## src/hw/i2c_master_macros.svh

```systemverilog
// **********************************************************
// I2C master register map, command and control bit fields,
// and register reset values
// **********************************************************

`ifndef I2C_MASTER_MACROS_SVH
`define I2C_MASTER_MACROS_SVH

// Register offsets on the processor bus
`define I2C_ADR_PRER_LO 8'h00
`define I2C_ADR_PRER_HI 8'h04
`define I2C_ADR_CTRL    8'h08
`define I2C_ADR_DATA    8'h0c
`define I2C_ADR_CMDSTAT 8'h10

// Command register bit positions
`define I2C_CMD_STA  7
`define I2C_CMD_STO  6
`define I2C_CMD_RD   5
`define I2C_CMD_WR   4
`define I2C_CMD_ACK  3
`define I2C_CMD_IACK 0

// Control register bit positions
`define I2C_CTRL_EN  7
`define I2C_CTRL_IEN 6

// Prescale comes out of reset at the slowest rate
`define I2C_PRER_RST 16'hffff

`endif

```

## src/hw/i2c_master_pkg.sv

```systemverilog
// **********************************************************
// I2C master shared types: bus widths and FSM state encodings
// **********************************************************

package i2c_master_pkg;

	typedef logic [7:0]  reg_addr_t;
	typedef logic [7:0]  data_byte_t;
	typedef logic [15:0] prescale_t;

	// Byte controller sequencing
	typedef enum logic [2:0] {
		BYTE_IDLE,
		BYTE_START,
		BYTE_READ,
		BYTE_WRITE,
		BYTE_ACK,
		BYTE_STOP
	} byte_state_t;

	// Operations handed to the bit controller
	typedef enum logic [2:0] {
		CMD_NOP,
		CMD_START,
		CMD_STOP,
		CMD_WRITE,
		CMD_READ
	} bit_cmd_t;

	// Quarter phases of one SCL period
	typedef enum logic [2:0] {
		PH_IDLE,
		PH_A,
		PH_B,
		PH_C,
		PH_D
	} bit_state_t;

endpackage

```

## src/hw/i2c_cmd_if.sv

```systemverilog
// **********************************************************
// Command bus between register block, byte and bit controllers
// **********************************************************

interface i2c_cmd_if import i2c_master_pkg::*; ();

	// Byte level request and response
	logic       start, stop, read, write, ack_in, core_en;
	data_byte_t tx_byte;
	prescale_t  prescale;
	logic       done, rx_ack, busy;
	data_byte_t rx_byte;

	// Bit level request and response
	bit_cmd_t   bit_cmd;
	logic       bit_din;
	logic       bit_ack, bit_dout, bit_busy;

	modport regs_mp (
		output start, stop, read, write, ack_in, tx_byte, core_en, prescale,
		input  done, rx_ack, rx_byte, busy
	);

	modport byte_req_mp (
		input  start, stop, read, write, ack_in, tx_byte, core_en,
		output done, rx_ack, rx_byte, busy
	);

	modport byte_bit_mp (
		output bit_cmd, bit_din,
		input  bit_ack, bit_dout, bit_busy
	);

	modport bit_mp (
		input  bit_cmd, bit_din, prescale, core_en,
		output bit_ack, bit_dout, bit_busy
	);

endinterface

```

## src/hw/i2c_master_regs.sv

```systemverilog
// **********************************************************
// I2C master register block: processor bus slave, command and
// status registers, interrupt flag and registered irq
// **********************************************************

`include "i2c_master_macros.svh"

module i2c_master_regs
	import i2c_master_pkg::*;
(
	input  logic       rvx_port_07,
	input  logic       rvx_port_00,
	input  logic       bus_cyc,
	input  logic       bus_stb,
	input  logic       bus_we,
	input  reg_addr_t  bus_adr,
	input  data_byte_t bus_wdat,
	output data_byte_t bus_rdat,
	output logic       bus_ack,
	output logic       irq,
	i2c_cmd_if.regs_mp cmd
);

	logic       bus_req, bus_req_d, bus_acc, bus_wr;
	prescale_t  prer;
	data_byte_t ctrl, txr, cr, status;
	logic       tip, irq_flag;
	logic       cmd_pending, cmd_wr;

	// **********************************************************
	// Bus handshake
	// **********************************************************

	// One acknowledge per request, taken on its first cycle
	assign bus_req = bus_cyc & bus_stb;
	assign bus_acc = bus_req & ~bus_req_d;
	assign bus_wr  = bus_acc & bus_we;

	always_ff @(posedge rvx_port_07 or negedge rvx_port_00)
	begin
		if (!rvx_port_00)
		begin
			bus_req_d <= 1'b0;
			bus_ack   <= 1'b0;
		end
		else
		begin
			bus_req_d <= bus_req;
			bus_ack   <= bus_acc;
		end
	end

	// Plain read/write registers
	always_ff @(posedge rvx_port_07 or negedge rvx_port_00)
	begin
		if (!rvx_port_00)
		begin
			prer <= `I2C_PRER_RST;
			ctrl <= '0;
			txr  <= '0;
		end
		else if (bus_wr)
		begin
			case (bus_adr)
				`I2C_ADR_PRER_LO: prer[7:0]  <= bus_wdat;
				`I2C_ADR_PRER_HI: prer[15:8] <= bus_wdat;
				`I2C_ADR_CTRL:    ctrl       <= bus_wdat;
				`I2C_ADR_DATA:    txr        <= bus_wdat;
				default: ;
			endcase
		end
	end

	// **********************************************************
	// Command register
	// **********************************************************

	assign cmd_pending = cr[`I2C_CMD_RD] | cr[`I2C_CMD_WR] | cr[`I2C_CMD_STO];

	// New commands only when the core is on and nothing is in flight
	assign cmd_wr = bus_wr & (bus_adr == `I2C_ADR_CMDSTAT) & ctrl[`I2C_CTRL_EN] &
		~cmd_pending & ~tip;

	always_ff @(posedge rvx_port_07 or negedge rvx_port_00)
	begin
		if (!rvx_port_00)
			cr <= '0;
		else if (cmd_wr)
			cr <= bus_wdat;
		else
		begin
			// A start alone has nothing to run, so it is dropped as well
			if (cmd.done | ~cmd_pending | ~ctrl[`I2C_CTRL_EN])
				cr[7:4] <= 4'h0;
			cr[2:0] <= 3'h0;
		end
	end

	// Transfer in progress, interrupt flag and irq
	always_ff @(posedge rvx_port_07 or negedge rvx_port_00)
	begin
		if (!rvx_port_00)
		begin
			tip      <= 1'b0;
			irq_flag <= 1'b0;
			irq      <= 1'b0;
		end
		else
		begin
			tip      <= cmd_pending & ~cmd.done;
			irq_flag <= (irq_flag | cmd.done) & ~cr[`I2C_CMD_IACK];
			irq      <= irq_flag & ctrl[`I2C_CTRL_IEN];
		end
	end

	assign cmd.start    = cr[`I2C_CMD_STA];
	assign cmd.stop     = cr[`I2C_CMD_STO];
	assign cmd.read     = cr[`I2C_CMD_RD];
	assign cmd.write    = cr[`I2C_CMD_WR];
	assign cmd.ack_in   = cr[`I2C_CMD_ACK];
	assign cmd.tx_byte  = txr;
	assign cmd.core_en  = ctrl[`I2C_CTRL_EN];
	assign cmd.prescale = prer;

	// Bit 5 is arbitration lost, which this core never reports
	assign status = {cmd.rx_ack, cmd.busy, 1'b0, 3'b000, tip, irq_flag};

	// Read data mux
	always_comb
	begin
		case (bus_adr)
			`I2C_ADR_PRER_LO: bus_rdat = prer[7:0];
			`I2C_ADR_PRER_HI: bus_rdat = prer[15:8];
			`I2C_ADR_CTRL:    bus_rdat = ctrl;
			`I2C_ADR_DATA:    bus_rdat = cmd.rx_byte;
			`I2C_ADR_CMDSTAT: bus_rdat = status;
			default:          bus_rdat = '0;
		endcase
	end

endmodule

```

## src/hw/i2c_byte_ctrl.sv

```systemverilog
// **********************************************************
// I2C byte controller: expands one command into start, eight
// data bits, acknowledge and stop bit operations
// **********************************************************

module i2c_byte_ctrl
	import i2c_master_pkg::*;
(
	input logic            rvx_port_07,
	input logic            rvx_port_00,
	i2c_cmd_if.byte_req_mp req,
	i2c_cmd_if.byte_bit_mp bitc
);

	byte_state_t state;
	bit_cmd_t    cmd_q;
	data_byte_t  sr;
	data_byte_t  rx_q;
	logic [2:0]  bit_cnt;
	logic        din_q, done_q, rx_ack_q;
	logic        go;

	// Flags are still set during the done cycle, so ignore them then
	assign go = (req.read | req.write | req.stop) & ~done_q;

	assign bitc.bit_cmd = cmd_q;
	assign bitc.bit_din = din_q;
	assign req.done     = done_q;
	assign req.rx_ack   = rx_ack_q;
	assign req.rx_byte  = rx_q;
	assign req.busy     = bitc.bit_busy;

	always_ff @(posedge rvx_port_07 or negedge rvx_port_00)
	begin
		if (!rvx_port_00)
		begin
			state    <= BYTE_IDLE;
			cmd_q    <= CMD_NOP;
			sr       <= '0;
			rx_q     <= '0;
			bit_cnt  <= '0;
			din_q    <= 1'b0;
			done_q   <= 1'b0;
			rx_ack_q <= 1'b0;
		end
		else if (!req.core_en)
		begin
			state  <= BYTE_IDLE;
			cmd_q  <= CMD_NOP;
			done_q <= 1'b0;
		end
		else
		begin
			done_q <= 1'b0;
			case (state)
				BYTE_IDLE:
					if (go)
					begin
						sr      <= req.tx_byte;
						bit_cnt <= 3'd7;
						if (req.start)
						begin
							state <= BYTE_START;
							cmd_q <= CMD_START;
						end
						else if (req.read)
						begin
							state <= BYTE_READ;
							cmd_q <= CMD_READ;
						end
						else if (req.write)
						begin
							state <= BYTE_WRITE;
							cmd_q <= CMD_WRITE;
							din_q <= req.tx_byte[7];
						end
						else
						begin
							state <= BYTE_STOP;
							cmd_q <= CMD_STOP;
						end
					end
				BYTE_START:
					if (bitc.bit_ack)
					begin
						if (req.read)
						begin
							state <= BYTE_READ;
							cmd_q <= CMD_READ;
						end
						else
						begin
							state <= BYTE_WRITE;
							cmd_q <= CMD_WRITE;
							din_q <= sr[7];
						end
					end
				BYTE_READ, BYTE_WRITE:
					if (bitc.bit_ack)
					begin
						// MSB first; every bit is sampled back from SDA
						sr <= {sr[6:0], bitc.bit_dout};
						if (bit_cnt == 3'd0)
						begin
							state <= BYTE_ACK;
							if (req.read)
							begin
								cmd_q <= CMD_WRITE;
								din_q <= req.ack_in;
							end
							else
								cmd_q <= CMD_READ;
						end
						else
						begin
							bit_cnt <= bit_cnt - 3'd1;
							din_q   <= sr[6];
						end
					end
				BYTE_ACK:
					if (bitc.bit_ack)
					begin
						rx_ack_q <= bitc.bit_dout;
						if (req.read)
							rx_q <= sr;
						if (req.stop)
						begin
							state <= BYTE_STOP;
							cmd_q <= CMD_STOP;
						end
						else
						begin
							state  <= BYTE_IDLE;
							cmd_q  <= CMD_NOP;
							done_q <= 1'b1;
						end
					end
				BYTE_STOP:
					if (bitc.bit_ack)
					begin
						state  <= BYTE_IDLE;
						cmd_q  <= CMD_NOP;
						done_q <= 1'b1;
					end
				default:
					state <= BYTE_IDLE;
			endcase
		end
	end

endmodule

```

## src/hw/i2c_bit_ctrl.sv

```systemverilog
// **********************************************************
// I2C bit controller: prescaled quarter phases driving SCL and
// SDA, read sampling and bus start/stop detection
// **********************************************************

module i2c_bit_ctrl
	import i2c_master_pkg::*;
(
	input  logic       rvx_port_07,
	input  logic       rvx_port_00,
	i2c_cmd_if.bit_mp  bitc,
	input  logic       scl_in,
	input  logic       sda_in,
	output logic       scl_out,
	output logic       scl_oe_n,
	output logic       sda_out,
	output logic       sda_oe_n
);

	bit_state_t state, next_phase;
	prescale_t  cnt;
	logic [1:0] scl_sync, sda_sync;
	logic       scl_s, sda_s, sda_prev;
	logic       start_det, stop_det;
	logic       scl_rel, sda_rel;
	logic       ack_q, dout_q, busy_q;
	logic       go, step, load;

	// **********************************************************
	// Line synchronizers and bus condition detection
	// **********************************************************

	always_ff @(posedge rvx_port_07 or negedge rvx_port_00)
	begin
		if (!rvx_port_00)
		begin
			scl_sync <= 2'b11;
			sda_sync <= 2'b11;
			sda_prev <= 1'b1;
			busy_q   <= 1'b0;
		end
		else
		begin
			scl_sync <= {scl_sync[0], scl_in};
			sda_sync <= {sda_sync[0], sda_in};
			sda_prev <= sda_s;
			busy_q   <= (busy_q | start_det) & ~stop_det;
		end
	end

	assign scl_s     = scl_sync[1];
	assign sda_s     = sda_sync[1];
	// SDA edges while SCL is high
	assign start_det = scl_s & sda_prev & ~sda_s;
	assign stop_det  = scl_s & ~sda_prev & sda_s;

	// **********************************************************
	// Quarter phase sequencer
	// **********************************************************

	// Ack cycle still shows the old command, so wait one cycle
	assign go   = (state == PH_IDLE) & (bitc.bit_cmd != CMD_NOP) & ~ack_q;
	assign step = (state != PH_IDLE) & (cnt == '0);
	assign load = go | (step & (state != PH_D));

	always_comb
	begin
		case (state)
			PH_IDLE: next_phase = PH_A;
			PH_A:    next_phase = PH_B;
			PH_B:    next_phase = PH_C;
			PH_C:    next_phase = PH_D;
			default: next_phase = PH_IDLE;
		endcase
	end

	always_ff @(posedge rvx_port_07 or negedge rvx_port_00)
	begin
		if (!rvx_port_00)
		begin
			state  <= PH_IDLE;
			cnt    <= '0;
			ack_q  <= 1'b0;
			dout_q <= 1'b0;
		end
		else if (!bitc.core_en)
		begin
			state <= PH_IDLE;
			cnt   <= '0;
			ack_q <= 1'b0;
		end
		else
		begin
			ack_q <= 1'b0;
			if (go | step)
			begin
				state <= next_phase;
				cnt   <= bitc.prescale;
				// SCL has been high through B and C
				if (state == PH_C)
					dout_q <= sda_s;
				if (state == PH_D)
					ack_q <= 1'b1;
			end
			else if (state != PH_IDLE)
				cnt <= cnt - 16'd1;
		end
	end

	// Line levels for the phase being entered, 1 releases the line
	always_ff @(posedge rvx_port_07 or negedge rvx_port_00)
	begin
		if (!rvx_port_00)
		begin
			scl_rel <= 1'b1;
			sda_rel <= 1'b1;
		end
		else if (!bitc.core_en)
		begin
			scl_rel <= 1'b1;
			sda_rel <= 1'b1;
		end
		else if (load)
		begin
			case (bitc.bit_cmd)
				CMD_START:
				begin
					// Phase A keeps SCL, so a repeated start begins with SCL low
					if (next_phase != PH_A)
						scl_rel <= (next_phase != PH_D);
					sda_rel <= (next_phase == PH_A) | (next_phase == PH_B);
				end
				CMD_STOP:
				begin
					scl_rel <= (next_phase != PH_A);
					sda_rel <= (next_phase == PH_D);
				end
				CMD_WRITE:
				begin
					scl_rel <= (next_phase == PH_B) | (next_phase == PH_C);
					sda_rel <= bitc.bit_din;
				end
				CMD_READ:
				begin
					scl_rel <= (next_phase == PH_B) | (next_phase == PH_C);
					sda_rel <= 1'b1;
				end
				default: ;
			endcase
		end
	end

	// Open drain: outputs stay low, enables do the work
	assign scl_out  = 1'b0;
	assign sda_out  = 1'b0;
	assign scl_oe_n = scl_rel;
	assign sda_oe_n = sda_rel;

	assign bitc.bit_ack  = ack_q;
	assign bitc.bit_dout = dout_q;
	assign bitc.bit_busy = busy_q;

endmodule

```

## src/hw/i2c_master.sv

```systemverilog
// **********************************************************
// I2C master top: register block, byte and bit controllers
// **********************************************************

module i2c_master
	import i2c_master_pkg::*;
(
	input  logic       rvx_port_07,
	input  logic       rvx_port_00,
	input  logic       bus_cyc,
	input  logic       bus_stb,
	input  logic       bus_we,
	input  reg_addr_t  bus_adr,
	input  data_byte_t bus_wdat,
	output data_byte_t bus_rdat,
	output logic       bus_ack,
	output logic       irq,
	input  logic       scl_in,
	input  logic       sda_in,
	output logic       scl_out,
	output logic       scl_oe_n,
	output logic       sda_out,
	output logic       sda_oe_n
);

	i2c_cmd_if cmd_bus ();

	i2c_master_regs u_regs (
		.rvx_port_07 (rvx_port_07),
		.rvx_port_00 (rvx_port_00),
		.bus_cyc     (bus_cyc),
		.bus_stb     (bus_stb),
		.bus_we      (bus_we),
		.bus_adr     (bus_adr),
		.bus_wdat    (bus_wdat),
		.bus_rdat    (bus_rdat),
		.bus_ack     (bus_ack),
		.irq         (irq),
		.cmd         (cmd_bus)
	);

	// Same interface instance serves both sides of the byte controller
	i2c_byte_ctrl u_byte_ctrl (
		.rvx_port_07 (rvx_port_07),
		.rvx_port_00 (rvx_port_00),
		.req         (cmd_bus),
		.bitc        (cmd_bus)
	);

	i2c_bit_ctrl u_bit_ctrl (
		.rvx_port_07 (rvx_port_07),
		.rvx_port_00 (rvx_port_00),
		.bitc        (cmd_bus),
		.scl_in      (scl_in),
		.sda_in      (sda_in),
		.scl_out     (scl_out),
		.scl_oe_n    (scl_oe_n),
		.sda_out     (sda_out),
		.sda_oe_n    (sda_oe_n)
	);

endmodule

```

## config.mk

```make
export PLATFORM = sky130hd
export DESIGN_NAME = i2c_master
export DESIGN_NICKNAME = d
export VERILOG_FILES = /design/src/hw/i2c_master_pkg.sv /design/src/hw/i2c_cmd_if.sv /design/src/hw/i2c_master_regs.sv /design/src/hw/i2c_byte_ctrl.sv /design/src/hw/i2c_bit_ctrl.sv /design/src/hw/i2c_master.sv
export VERILOG_INCLUDE_DIRS = /design/src /design/src/hw
export SDC_FILE = /design/constraint.sdc
export NUM_CORES = 1
export LEC_CHECK = 0
export BUFFER_PORTS_ARGS = -buffer_cell sky130_fd_sc_hd__buf_2
export CAP_MARGIN = 20
export CORE_MARGIN = 5
export CORE_UTILIZATION = 29
export CTS_CLUSTER_SIZE = 30
export DETAILED_ROUTE_END_ITERATION = 12
export HOLD_SLACK_MARGIN = 0.15
export SLEW_MARGIN = 0
export SYNTH_ARGS = -nofsm -noshare
export SYNTH_HDL_FRONTEND = slang
export SYNTH_HIERARCHICAL = 1
export SYNTH_SLANG_ARGS = --single-unit
```

## constraint.sdc

```tcl
create_clock -name rvx_port_07 -period 1.9 [get_ports rvx_port_07]
set_input_delay 0.19 -clock rvx_port_07 [delete_from_list [all_inputs] [get_ports rvx_port_07]]
set_output_delay 0.19 -clock rvx_port_07 [all_outputs]
set_load 0.01 [all_outputs]
```

Yosys cells after proc, flatten, opt, wreduce, memory -nomap -nowiden. Index checks and enable logic that the tools add are counted.

Logic and storage cells: 211. RAM bits: 0. Latch bits: 0. Memories: 0. Input bits: 23. Register bits: 100. Bits in read-only memories: 0.

Multipliers: 0. Divide/modulo/power cells: 0. $lt $le $gt $ge: 0. Bitwise logic cells: 39. $add $sub $neg: 2. Mux-type cells: 68. Reduce and logical (&&, ||, !) cells: 26. Eq/ne operators: 46. Shift-type cells: 0.

Operators with widths (number): 3-bit two-way mux (26); 16-bit two-way mux (3); 8-bit one-hot mux with 5 select lines (1); 3-bit one-hot mux with 5 select lines (2); 3-bit by 2-bit == test with 1-bit output (second input constant) (8); 1-bit two-way mux (24); 3-bit by 2-bit != test with 1-bit output (second input constant) (7); 1-bit bitwise AND (19); 8-bit by 4-bit == test with 1-bit output (second input constant) (2); 16-bit logical NOT (1); 8-bit two-way mux (2); 8-bit one-hot mux with 2 select lines (1); 16-bit by 1-bit subtractor with 16-bit output (second input constant) (1); 3-bit == test (second input constant) (5); 3-bit by 1-bit == test with 1-bit output (second input constant) (4); 3-bit one-hot mux with 4 select lines (1); 2-bit by 1-bit != test with 1-bit output (second input constant) (5); 2-bit != test (second input constant) (5); 1-bit inverter (10); 1-bit bitwise OR (10); 10-bit AND reduction (1); 2-bit AND reduction (5); 3-bit logical NOT (3); 3-bit != test (second input constant) (3); 22 further kinds (32).

Longest topological paths before layout. Gate-level depths: netlist of the first run.

Word-level depth: 8. Depth in mapped cells: 9. Mapped depth without buffers: 7.

Modules after synthesis. The synthesis of the first run kept the hierarchy.

Modules (own cells, without submodules): i2c_master_regs (cells an instance 145, area each 2021.9 µm², instances 1); i2c_bit_ctrl (cells an instance 175, area each 1671.6 µm², instances 1); i2c_byte_ctrl (cells an instance 153, area each 1670.4 µm², instances 1).

Least setup slack after synthesis of the first run. Ideal clock, no wire load.

Kind: reg2reg. Start: register u_regs.bus_req_d. End: register u_regs.cr[3]. Path slack: 152 ps. Cell stages (with the launch flop): 7. Period minus slack after synthesis: 1748 ps. Buffers on the path: 2. Arrival: 1623 ps. Cells stage by stage: dfrtp_1 and4b_1 clkbuf_1 nor3b_1 and3_1 buf_2 mux2_2.

Word-level cells in the longest chain between the ends: 7.

RTL lines: start: declaration (line i2c_master_regs.sv:24) `logic bus_req, bus_req_d, bus_acc, bus_wr;`; start signal: assignment (line i2c_master_regs.sv:48) `bus_req_d <= bus_req;`; 1-bit inverter (line i2c_master_regs.sv:36) `assign bus_acc = bus_req & ~bus_req_d;`; 1-bit bitwise AND (line i2c_master_regs.sv:36); 1-bit bitwise AND (line i2c_master_regs.sv:37) `assign bus_wr = bus_acc & bus_we;`; 1-bit bitwise AND (4 in a row) (line i2c_master_regs.sv:81) `` assign cmd_wr = bus_wr & (bus_adr == `I2C_ADR_CMDSTAT) & ctrl[`I2C_CTRL_EN] & ``; end signal: assignment (line i2c_master_regs.sv:89) `cr <= bus_wdat;`; end: declaration (line i2c_master_regs.sv:26) `data_byte_t ctrl, txr, cr, status;`.

Every way passes these cells. A chain may end at the register's enable or synchronous reset.

Final worst setup path of the first run.
Start: register u_regs.prer[0] (netlist: u_regs/cmd.prescale[0]). End: output bus_rdat[0].

Word-level cells in the longest chain between the ends: 1.

RTL lines: start: declaration (line i2c_master_regs.sv:25) `prescale_t prer;`; start signal: assignment (line i2c_master_regs.sv:58) `` prer <= `I2C_PRER_RST; ``; start signal: assignment (line i2c_master_regs.sv:65) `` `I2C_ADR_PRER_LO: prer[7:0] <= bus_wdat; ``; 8-bit one-hot mux with 5 select lines (line i2c_master_regs.sv:131) `case (bus_adr)`; end: declaration (line i2c_master.sv:15) `output data_byte_t bus_rdat,`.

Every way passes these cells.

==> results of run 1 <==
cell type report:
cell class	count	share of cell area, %
well taps	229	4.45
multi-input cells	330	40.8
repair buffers	88	9.90
clock inverters	2	0.214
flip-flops and latches	100	39.3
clock buffers	14	4.45
inverters	15	0.874
state kept, by name, indices dropped and copies added (netlist names), 6 cells and up:
name and cells:
u_regs/cmd.prescale 16, u_byte_ctrl/req.rx_byte 8, u_regs/cmd.tx_byte 8, u_byte_ctrl/sr 8, u_bit_ctrl/cnt 16, u_regs/ctrl 8
u_regs/cr 6
worst reg2reg max path: stages, from the launching register on:
cell and delay, ns:
dfrtp_1 0.39, or3_4 0.40, nor3_2 0.30, a21oi_4 0.09
buf_12 0.16, or3_1 0.30, a21oi_1 0.13
where the power goes:
group          switching (mW)  total [mW]  internal [mW]  leakage, nW
logic                   0.113       0.182         0.0695         1.50
registers              0.0132        2.17           2.16         1.31
clock network           0.797        1.85           1.05        0.148
total                   0.923        4.20           3.28         2.96
layer usage:
metal	global-route usage, %	up-vias	routed length [um]	share of wire, %
met3	1.90	10	558	4.3
met1	16.4	1914	5900	46
met4	4.70	0	153	1.2
met5	0	-	0	0
met2	19.9	76	6220	48
li1	-	1846	-	-
timing repair:
item	CTS	global route
gates cloned	0	1
hold buffers	7	0
setup buffers	1	5
pin swaps	1	5
resized for setup	4	5
hold endpoints to repair	96	0
setup endpoints to repair	6	16
logic make-up (layout without fill, tap and decap cells):
| logic type | after synthesis | count (layout) | share of synthesized area (%) |
|---|---|---|---|
| other cells | 1 | 2 | 0.0699 |
| mux | 81 | 81 | 17.9 |
| buf+inv | 44 | 119 | 4.46 |
| fa+ha+maj | 4 | 4 | 0.933 |
| compound gates | 95 | 95 | 12.1 |
| flops | 100 | 100 | 47.2 |
| simple gates | 134 | 134 | 15.1 |
| xor+xnor | 14 | 14 | 2.29 |
cells in the final DEF, fill, tap and decap left out, drive strengths merged, types with 17 or more instances in the layout:
master	instances
buf	80
dfrtp	77
mux2	60
nor2	35
o21ai	26
dfstp	23
a21oi	22
nand2	18
mux2i	17
worst max path at each step:
stage                                        endpoint  slack, ns  cells past startpoint
global placement    u_regs/cmd.tx_byte[5]$_DFFE_PN0P_       0.02                      5
finish                                    bus_rdat[0]       0.04                      5
floorplan                    u_regs/cr[3]$_DFFE_PN0P_       0.15                      6
detailed placement    u_bit_ctrl/state[0]$_DFFE_PN0P_      -0.07                      8
global route          u_bit_ctrl/state[0]$_DFFE_PN0P_      -0.01                      8
CTS                                       bus_rdat[7]      0.007                      5
metrics by stage:
stage	setup slack [ns]	utilization, %	setup TNS (ns)	power, mW	hold WS (ns)
final	0.0432	35.6	0	4.20	0.177
after global routing	-0.0123	35.6	-0.0123	4.36	0.173
after floorplan	0.152	-	0	2.27	-0.106
after detailed placement	-0.0738	33.0	-0.910	2.38	0.0632
after CTS	0.00729	35.2	0	4.25	0.165
after global placement	0.0174	33.0	0	2.37	0.0554
==> flow_summary.ini, run 1 <==
[min_path]
min_path_cells = 2
min_to = u_regs/cmd.tx_byte[3]$_DFFE_PN0P_
worstHoldStart = bus_wdat[3]
hold_path_class = input pin to flip-flop

[sta]
period_share_pct = 97.7
finalSetupViolCount = 0
hold_violations = 0
rsz0062_at_grt = true
min_period_ns = 1.86
slew_violations = 0
fin_worst_skew_ns = 0.00622
fmax_ghz = 0.539

[place]
placed_cell_area_um2 = 5970
place_congestion = 0.815
placed_cells = 748
hpwl_mm = 9.32
port_buffers = 34

[global_routing]
gr-usage-all-layers_pct = 12.2
grt_max_degree = 61
grt_overflow = 0
grt_pass1_wl_mm = 21.1
antenna_found_initial = 0
grt_pass1_vias = 4119

[synthesis]
synth_common_cells = dfrtp_1, mux2_2, nor2_1, o21ai_0, dfstp_2
ys.flop_type = dfrtp_1
ys_seq_area_share_pct = 47.2
ys_seq_elements = 100
ys_top_cells_by_area = dfrtp_1, dfstp_2, mux2_2
syn-instance-count = 473
syn_avg_cell_area_um2 = 11.3
synthArstFlopShare_pct = 100
synth-warning-count = 6
synth.top_cell.area_share_pct = 35.9
synth_most_common_cell = dfrtp_1
synth_area_um2 = 5360
synth_top_area_cell = dfrtp_1
synth_cell_type_count = 70
synth_edf_count = 0

[drt]
wl_mm = 12.8
drt_pass1_iterations = 4
drc = 0
avgViaCountPerCell = 4.94
dr_total_vias = 3846
drt_iter0_markers = 220
postRouteAntennaNets = 0
post_drt_wl_per_cell_um = 16.5

[pwr]
power_density_nw_per_um2 = 652
ir_worst_vdd_mv = 0.520
p_leak_nw = 2.96

[setup_path]
cp.required_ns = 1.71
rr_worst_depth = 6
cp_max_fo = 2
cp_top_family = flip-flops
path_buf_inv = 1
cp-start-kind = flip-flop
cpPeakStageDelay_ns = 0.53
rr_endpoint = u_bit_ctrl/state[0]$_DFFE_PN0P_
critPathLaunch = u_regs/cmd.prescale[0]$_DFFE_PN1P_
arrival_ns = 1.67
crit_path_end_kind = output port
rr_startpoint = u_bit_ctrl/state[0]$_DFFE_PN0P_
regToRegSetupSlack_ns = 0.04
cp_cell_sequence = mux2i_1, or2_2, a21oi_1, o21a_1, buf_2
worstSetupPathType = flip-flop to output port
cpMaxStageDelayCell = dfstp_2

[floorplanning]
die_w_um = 146
coreArea_um2 = 18100
rows = 49
die_area_um2 = 21300
die_h_um = 146
start_util_pct = 29.7
io_pins = 37

[final_layout]
drive_above_1_share_pct = 39.2
regArea_um2 = 2530
syn2layout_area_growth_pct = 20.1
antennaDiodeCount = 0
fillers = 1774
nets = 571
final_cells = 778
final_area_um2 = 6440
multiInputGateArea_um2 = 2630

[cts]
clk_pin_slew_worst_paths_ns = 0.07
clock_sinks = 100
insertion_delay_ns = 0.35
clk_path_buf_depth = 2
cts_made_buffers = 9
cts_tree = done
cts_root_buffer = clkbuf_16
htree_num_levels = 3

[run_status]
run_status = finished clean

[flow_run]
drv_cap = 0
Note: power is estimated with default switching activity, not from simulation.
==> run 2: changes to the inputs <==
Settings changed: SYNTH_HIERARCHICAL 1 to default.
==> flow_summary.ini, run 2 <==
[global_routing]
grt_overflow = 0
grt_max_degree = 47
grt_pass1_vias = 4296
gr-usage-all-layers_pct = 13.9
grt_pass1_wl_mm = 23.1
antenna_found_initial = 0

[pwr]
ir_worst_vdd_mv = 0.402
power_density_nw_per_um2 = 646
p_leak_nw = 3.14

[drt]
dr_total_vias = 4170
post_drt_wl_per_cell_um = 17.1
drt_iter0_markers = 326
avgViaCountPerCell = 5.12
postRouteAntennaNets = 0
drc = 0
drt_pass1_iterations = 4
wl_mm = 14.0

[cts]
insertion_delay_ns = 0.35
cts_made_buffers = 9
clock_sinks = 100
cts_root_buffer = clkbuf_16
htree_num_levels = 3
cts_tree = done
clk_pin_slew_worst_paths_ns = 0.07
clk_path_buf_depth = 2

[flow_run]
drv_cap = 0

[place]
hpwl_mm = 10.4
port_buffers = 34
placed_cells = 789
post-place-ws_ns = -0.292
place_congestion = 0.835

[synthesis]
syn-instance-count = 481
synth_most_common_cell = dfrtp_1
synthArstFlopShare_pct = 100
synth-warning-count = 0
synth_cell_type_count = 70
ys_seq_elements = 100
synth_area_um2 = 5240
synth.top_cell.area_share_pct = 36.8
synth_top_area_cell = dfrtp_1
ys_top_cells_by_area = dfrtp_1, dfstp_2, mux2_2
ys_seq_area_share_pct = 48.3
synth_edf_count = 0
synth_common_cells = dfrtp_1, nor2_1, mux2_2, nand2_1
ys.flop_type = dfrtp_1
syn_avg_cell_area_um2 = 10.9

[setup_path]
arrival_ns = 1.81
cp-start-kind = input pin
crit_path_end_kind = output port
cp.required_ns = 1.71
worstSetupPathType = input pin to output port
cp_max_fo = 3

[floorplanning]
die_h_um = 144
io_pins = 37
coreArea_um2 = 17800
die_area_um2 = 20800
start_util_pct = 29.3
rows = 49
die_w_um = 144

[sta]
period_share_pct = 105
setup_ws_ns = -0.102
fin_worst_skew_ns = 0.00700
slew_violations = 0
worst-slew-pin-transition_ns = 0.622
min_period_ns = 2.00
rsz0062_at_grt = true
fmax_ghz = 0.499
hold_violations = 0
slew_headroom_pct = 58.5
finalSetupViolCount = 6

[run_status]
violations = setup timing
run_status = finished, violations left

[final_layout]
syn2layout_area_growth_pct = 29.0
fillers = 1746
antennaDiodeCount = 0
multiInputGateArea_um2 = 2710
drive_above_1_share_pct = 41.7
final_cells = 814
mostFrequentLayoutCells = dfrtp_1, buf_4, nor2_1
final_common_cell = dfrtp_1
nets = 607
regArea_um2 = 2530

[min_path]
hold_path_class = input pin to flip-flop
## run 2: cell types whose count changed in the layout (fill, tap and decap cells not counted), sizes merged, moves of 5 or more
cell | previous run | this run
mux2 | 60 | 48
and2 | 9 | 4
nor2 | 35 | 47
buf | 80 | 109
a22oi | 0 | 8
o21a | 6 | 0
clkbuf | 15 | 9
o21ai | 26 | 21
nand3 | 7 | 12
mux2i | 17 | 11
nand2 | 18 | 25
## run 2: kinds of logic after synthesis
| kind of cell | Yosys count | synth area share, % |
|---|---|---|
| other | 1 | 0.0716 |
| DFF | 100 | 48.3 |
| and+or+nand+nor | 157 | 16.9 |
| AOI/OAI and AO/OA | 105 | 13.8 |
| buffers and inverters | 39 | 3.18 |
| adders and majority gates | 4 | 0.956 |
| xor gates and xnor gates | 12 | 2.01 |
| muxes | 63 | 14.7 |
## run 2: layer usage
metal  GRT usage (%)  up-vias  share of wire (%)
met5               0        -                  0
met4            3.19        0               0.81
met3            2.31        9                2.5
met2            22.3       68                 49
met1            19.7     2114                 48
li1                -     1979                  -
## run 2: worst paths after layout
kind,startpoint,to,slack [ns],cells past startpoint
worst max-delay path,bus_adr[1],bus_rdat[1],-0.10,7
worst min-delay path,bus_wdat[5],u_regs.cr[5]$_DFFE_PN0P_,0.17,2
worst max register to register,u_bit_ctrl.cnt[0]$_DFFE_PN0P_,u_bit_ctrl.state[0]$_DFFE_PN0P_,-0.01,9
worst min register to register,u_bit_ctrl.sda_sync[0]$_DFF_PN1_,u_bit_ctrl.sda_sync[1]$_DFF_PN1_,0.36,0
max in group asynchronous,rvx_port_00,u_bit_ctrl.scl_oe_n$_DFFE_PN1P_,0.80,3
min in group asynchronous,rvx_port_00,u_bit_ctrl.bitc.bit_busy$_DFF_PN0_,0.41,2
## run 2: power breakdown
group	total, mW	switching (mW)	internal [mW]
logic	0.166	0.101	0.0656
registers	2.17	0.0140	2.15
clock network	2.03	0.852	1.18
## run 2: what timing repair did
item	4_1_cts	5_1_grt
pin swaps	2	13
gates cloned	0	0
resized for setup	8	26
endpoints found under the setup margin	8	23
buffers inserted	0	3
endpoints found under the hold margin	31	0
hold buffers	6	0
## run 2: per-stage QoR
| step | power (mW) | util [%] | instance area (um^2) | hold WS [ns] | TNS [ns] |
|---|---|---|---|---|---|
| global placement | 2.36 | 34.7 | 6190 | 0.234 | -6.80 |
| CTS | 4.41 | 37.1 | 6620 | 0.164 | -0.342 |
| floorplan | 2.25 | - | 5290 | -0.106 | -0.0880 |
| global route | 4.53 | 37.9 | 6750 | 0.170 | -1.14 |
| detailed placement | 2.37 | 34.7 | 6190 | 0.240 | -7.93 |
| finish | 4.36 | 37.9 | 6750 | 0.173 | -0.360 |
## run 2: cell type report
cell class,instances,share of cell area (%)
Timing Repair Buffer,115,12.6
Clock inverter,7,1.57
Tap cell,229,4.24
Sequential cell,100,37.5
Inverter,11,0.611
Multi-Input combinational cell,343,40.1
Clock buffer,9,3.33
## run 2: critical path: stages
cell     delay (ns)
buf_6          0.09
or4_4          0.53
or3_4          0.37
nor3b_4        0.20
buf_4          0.15
a221o_1        0.15
buf_2          0.13
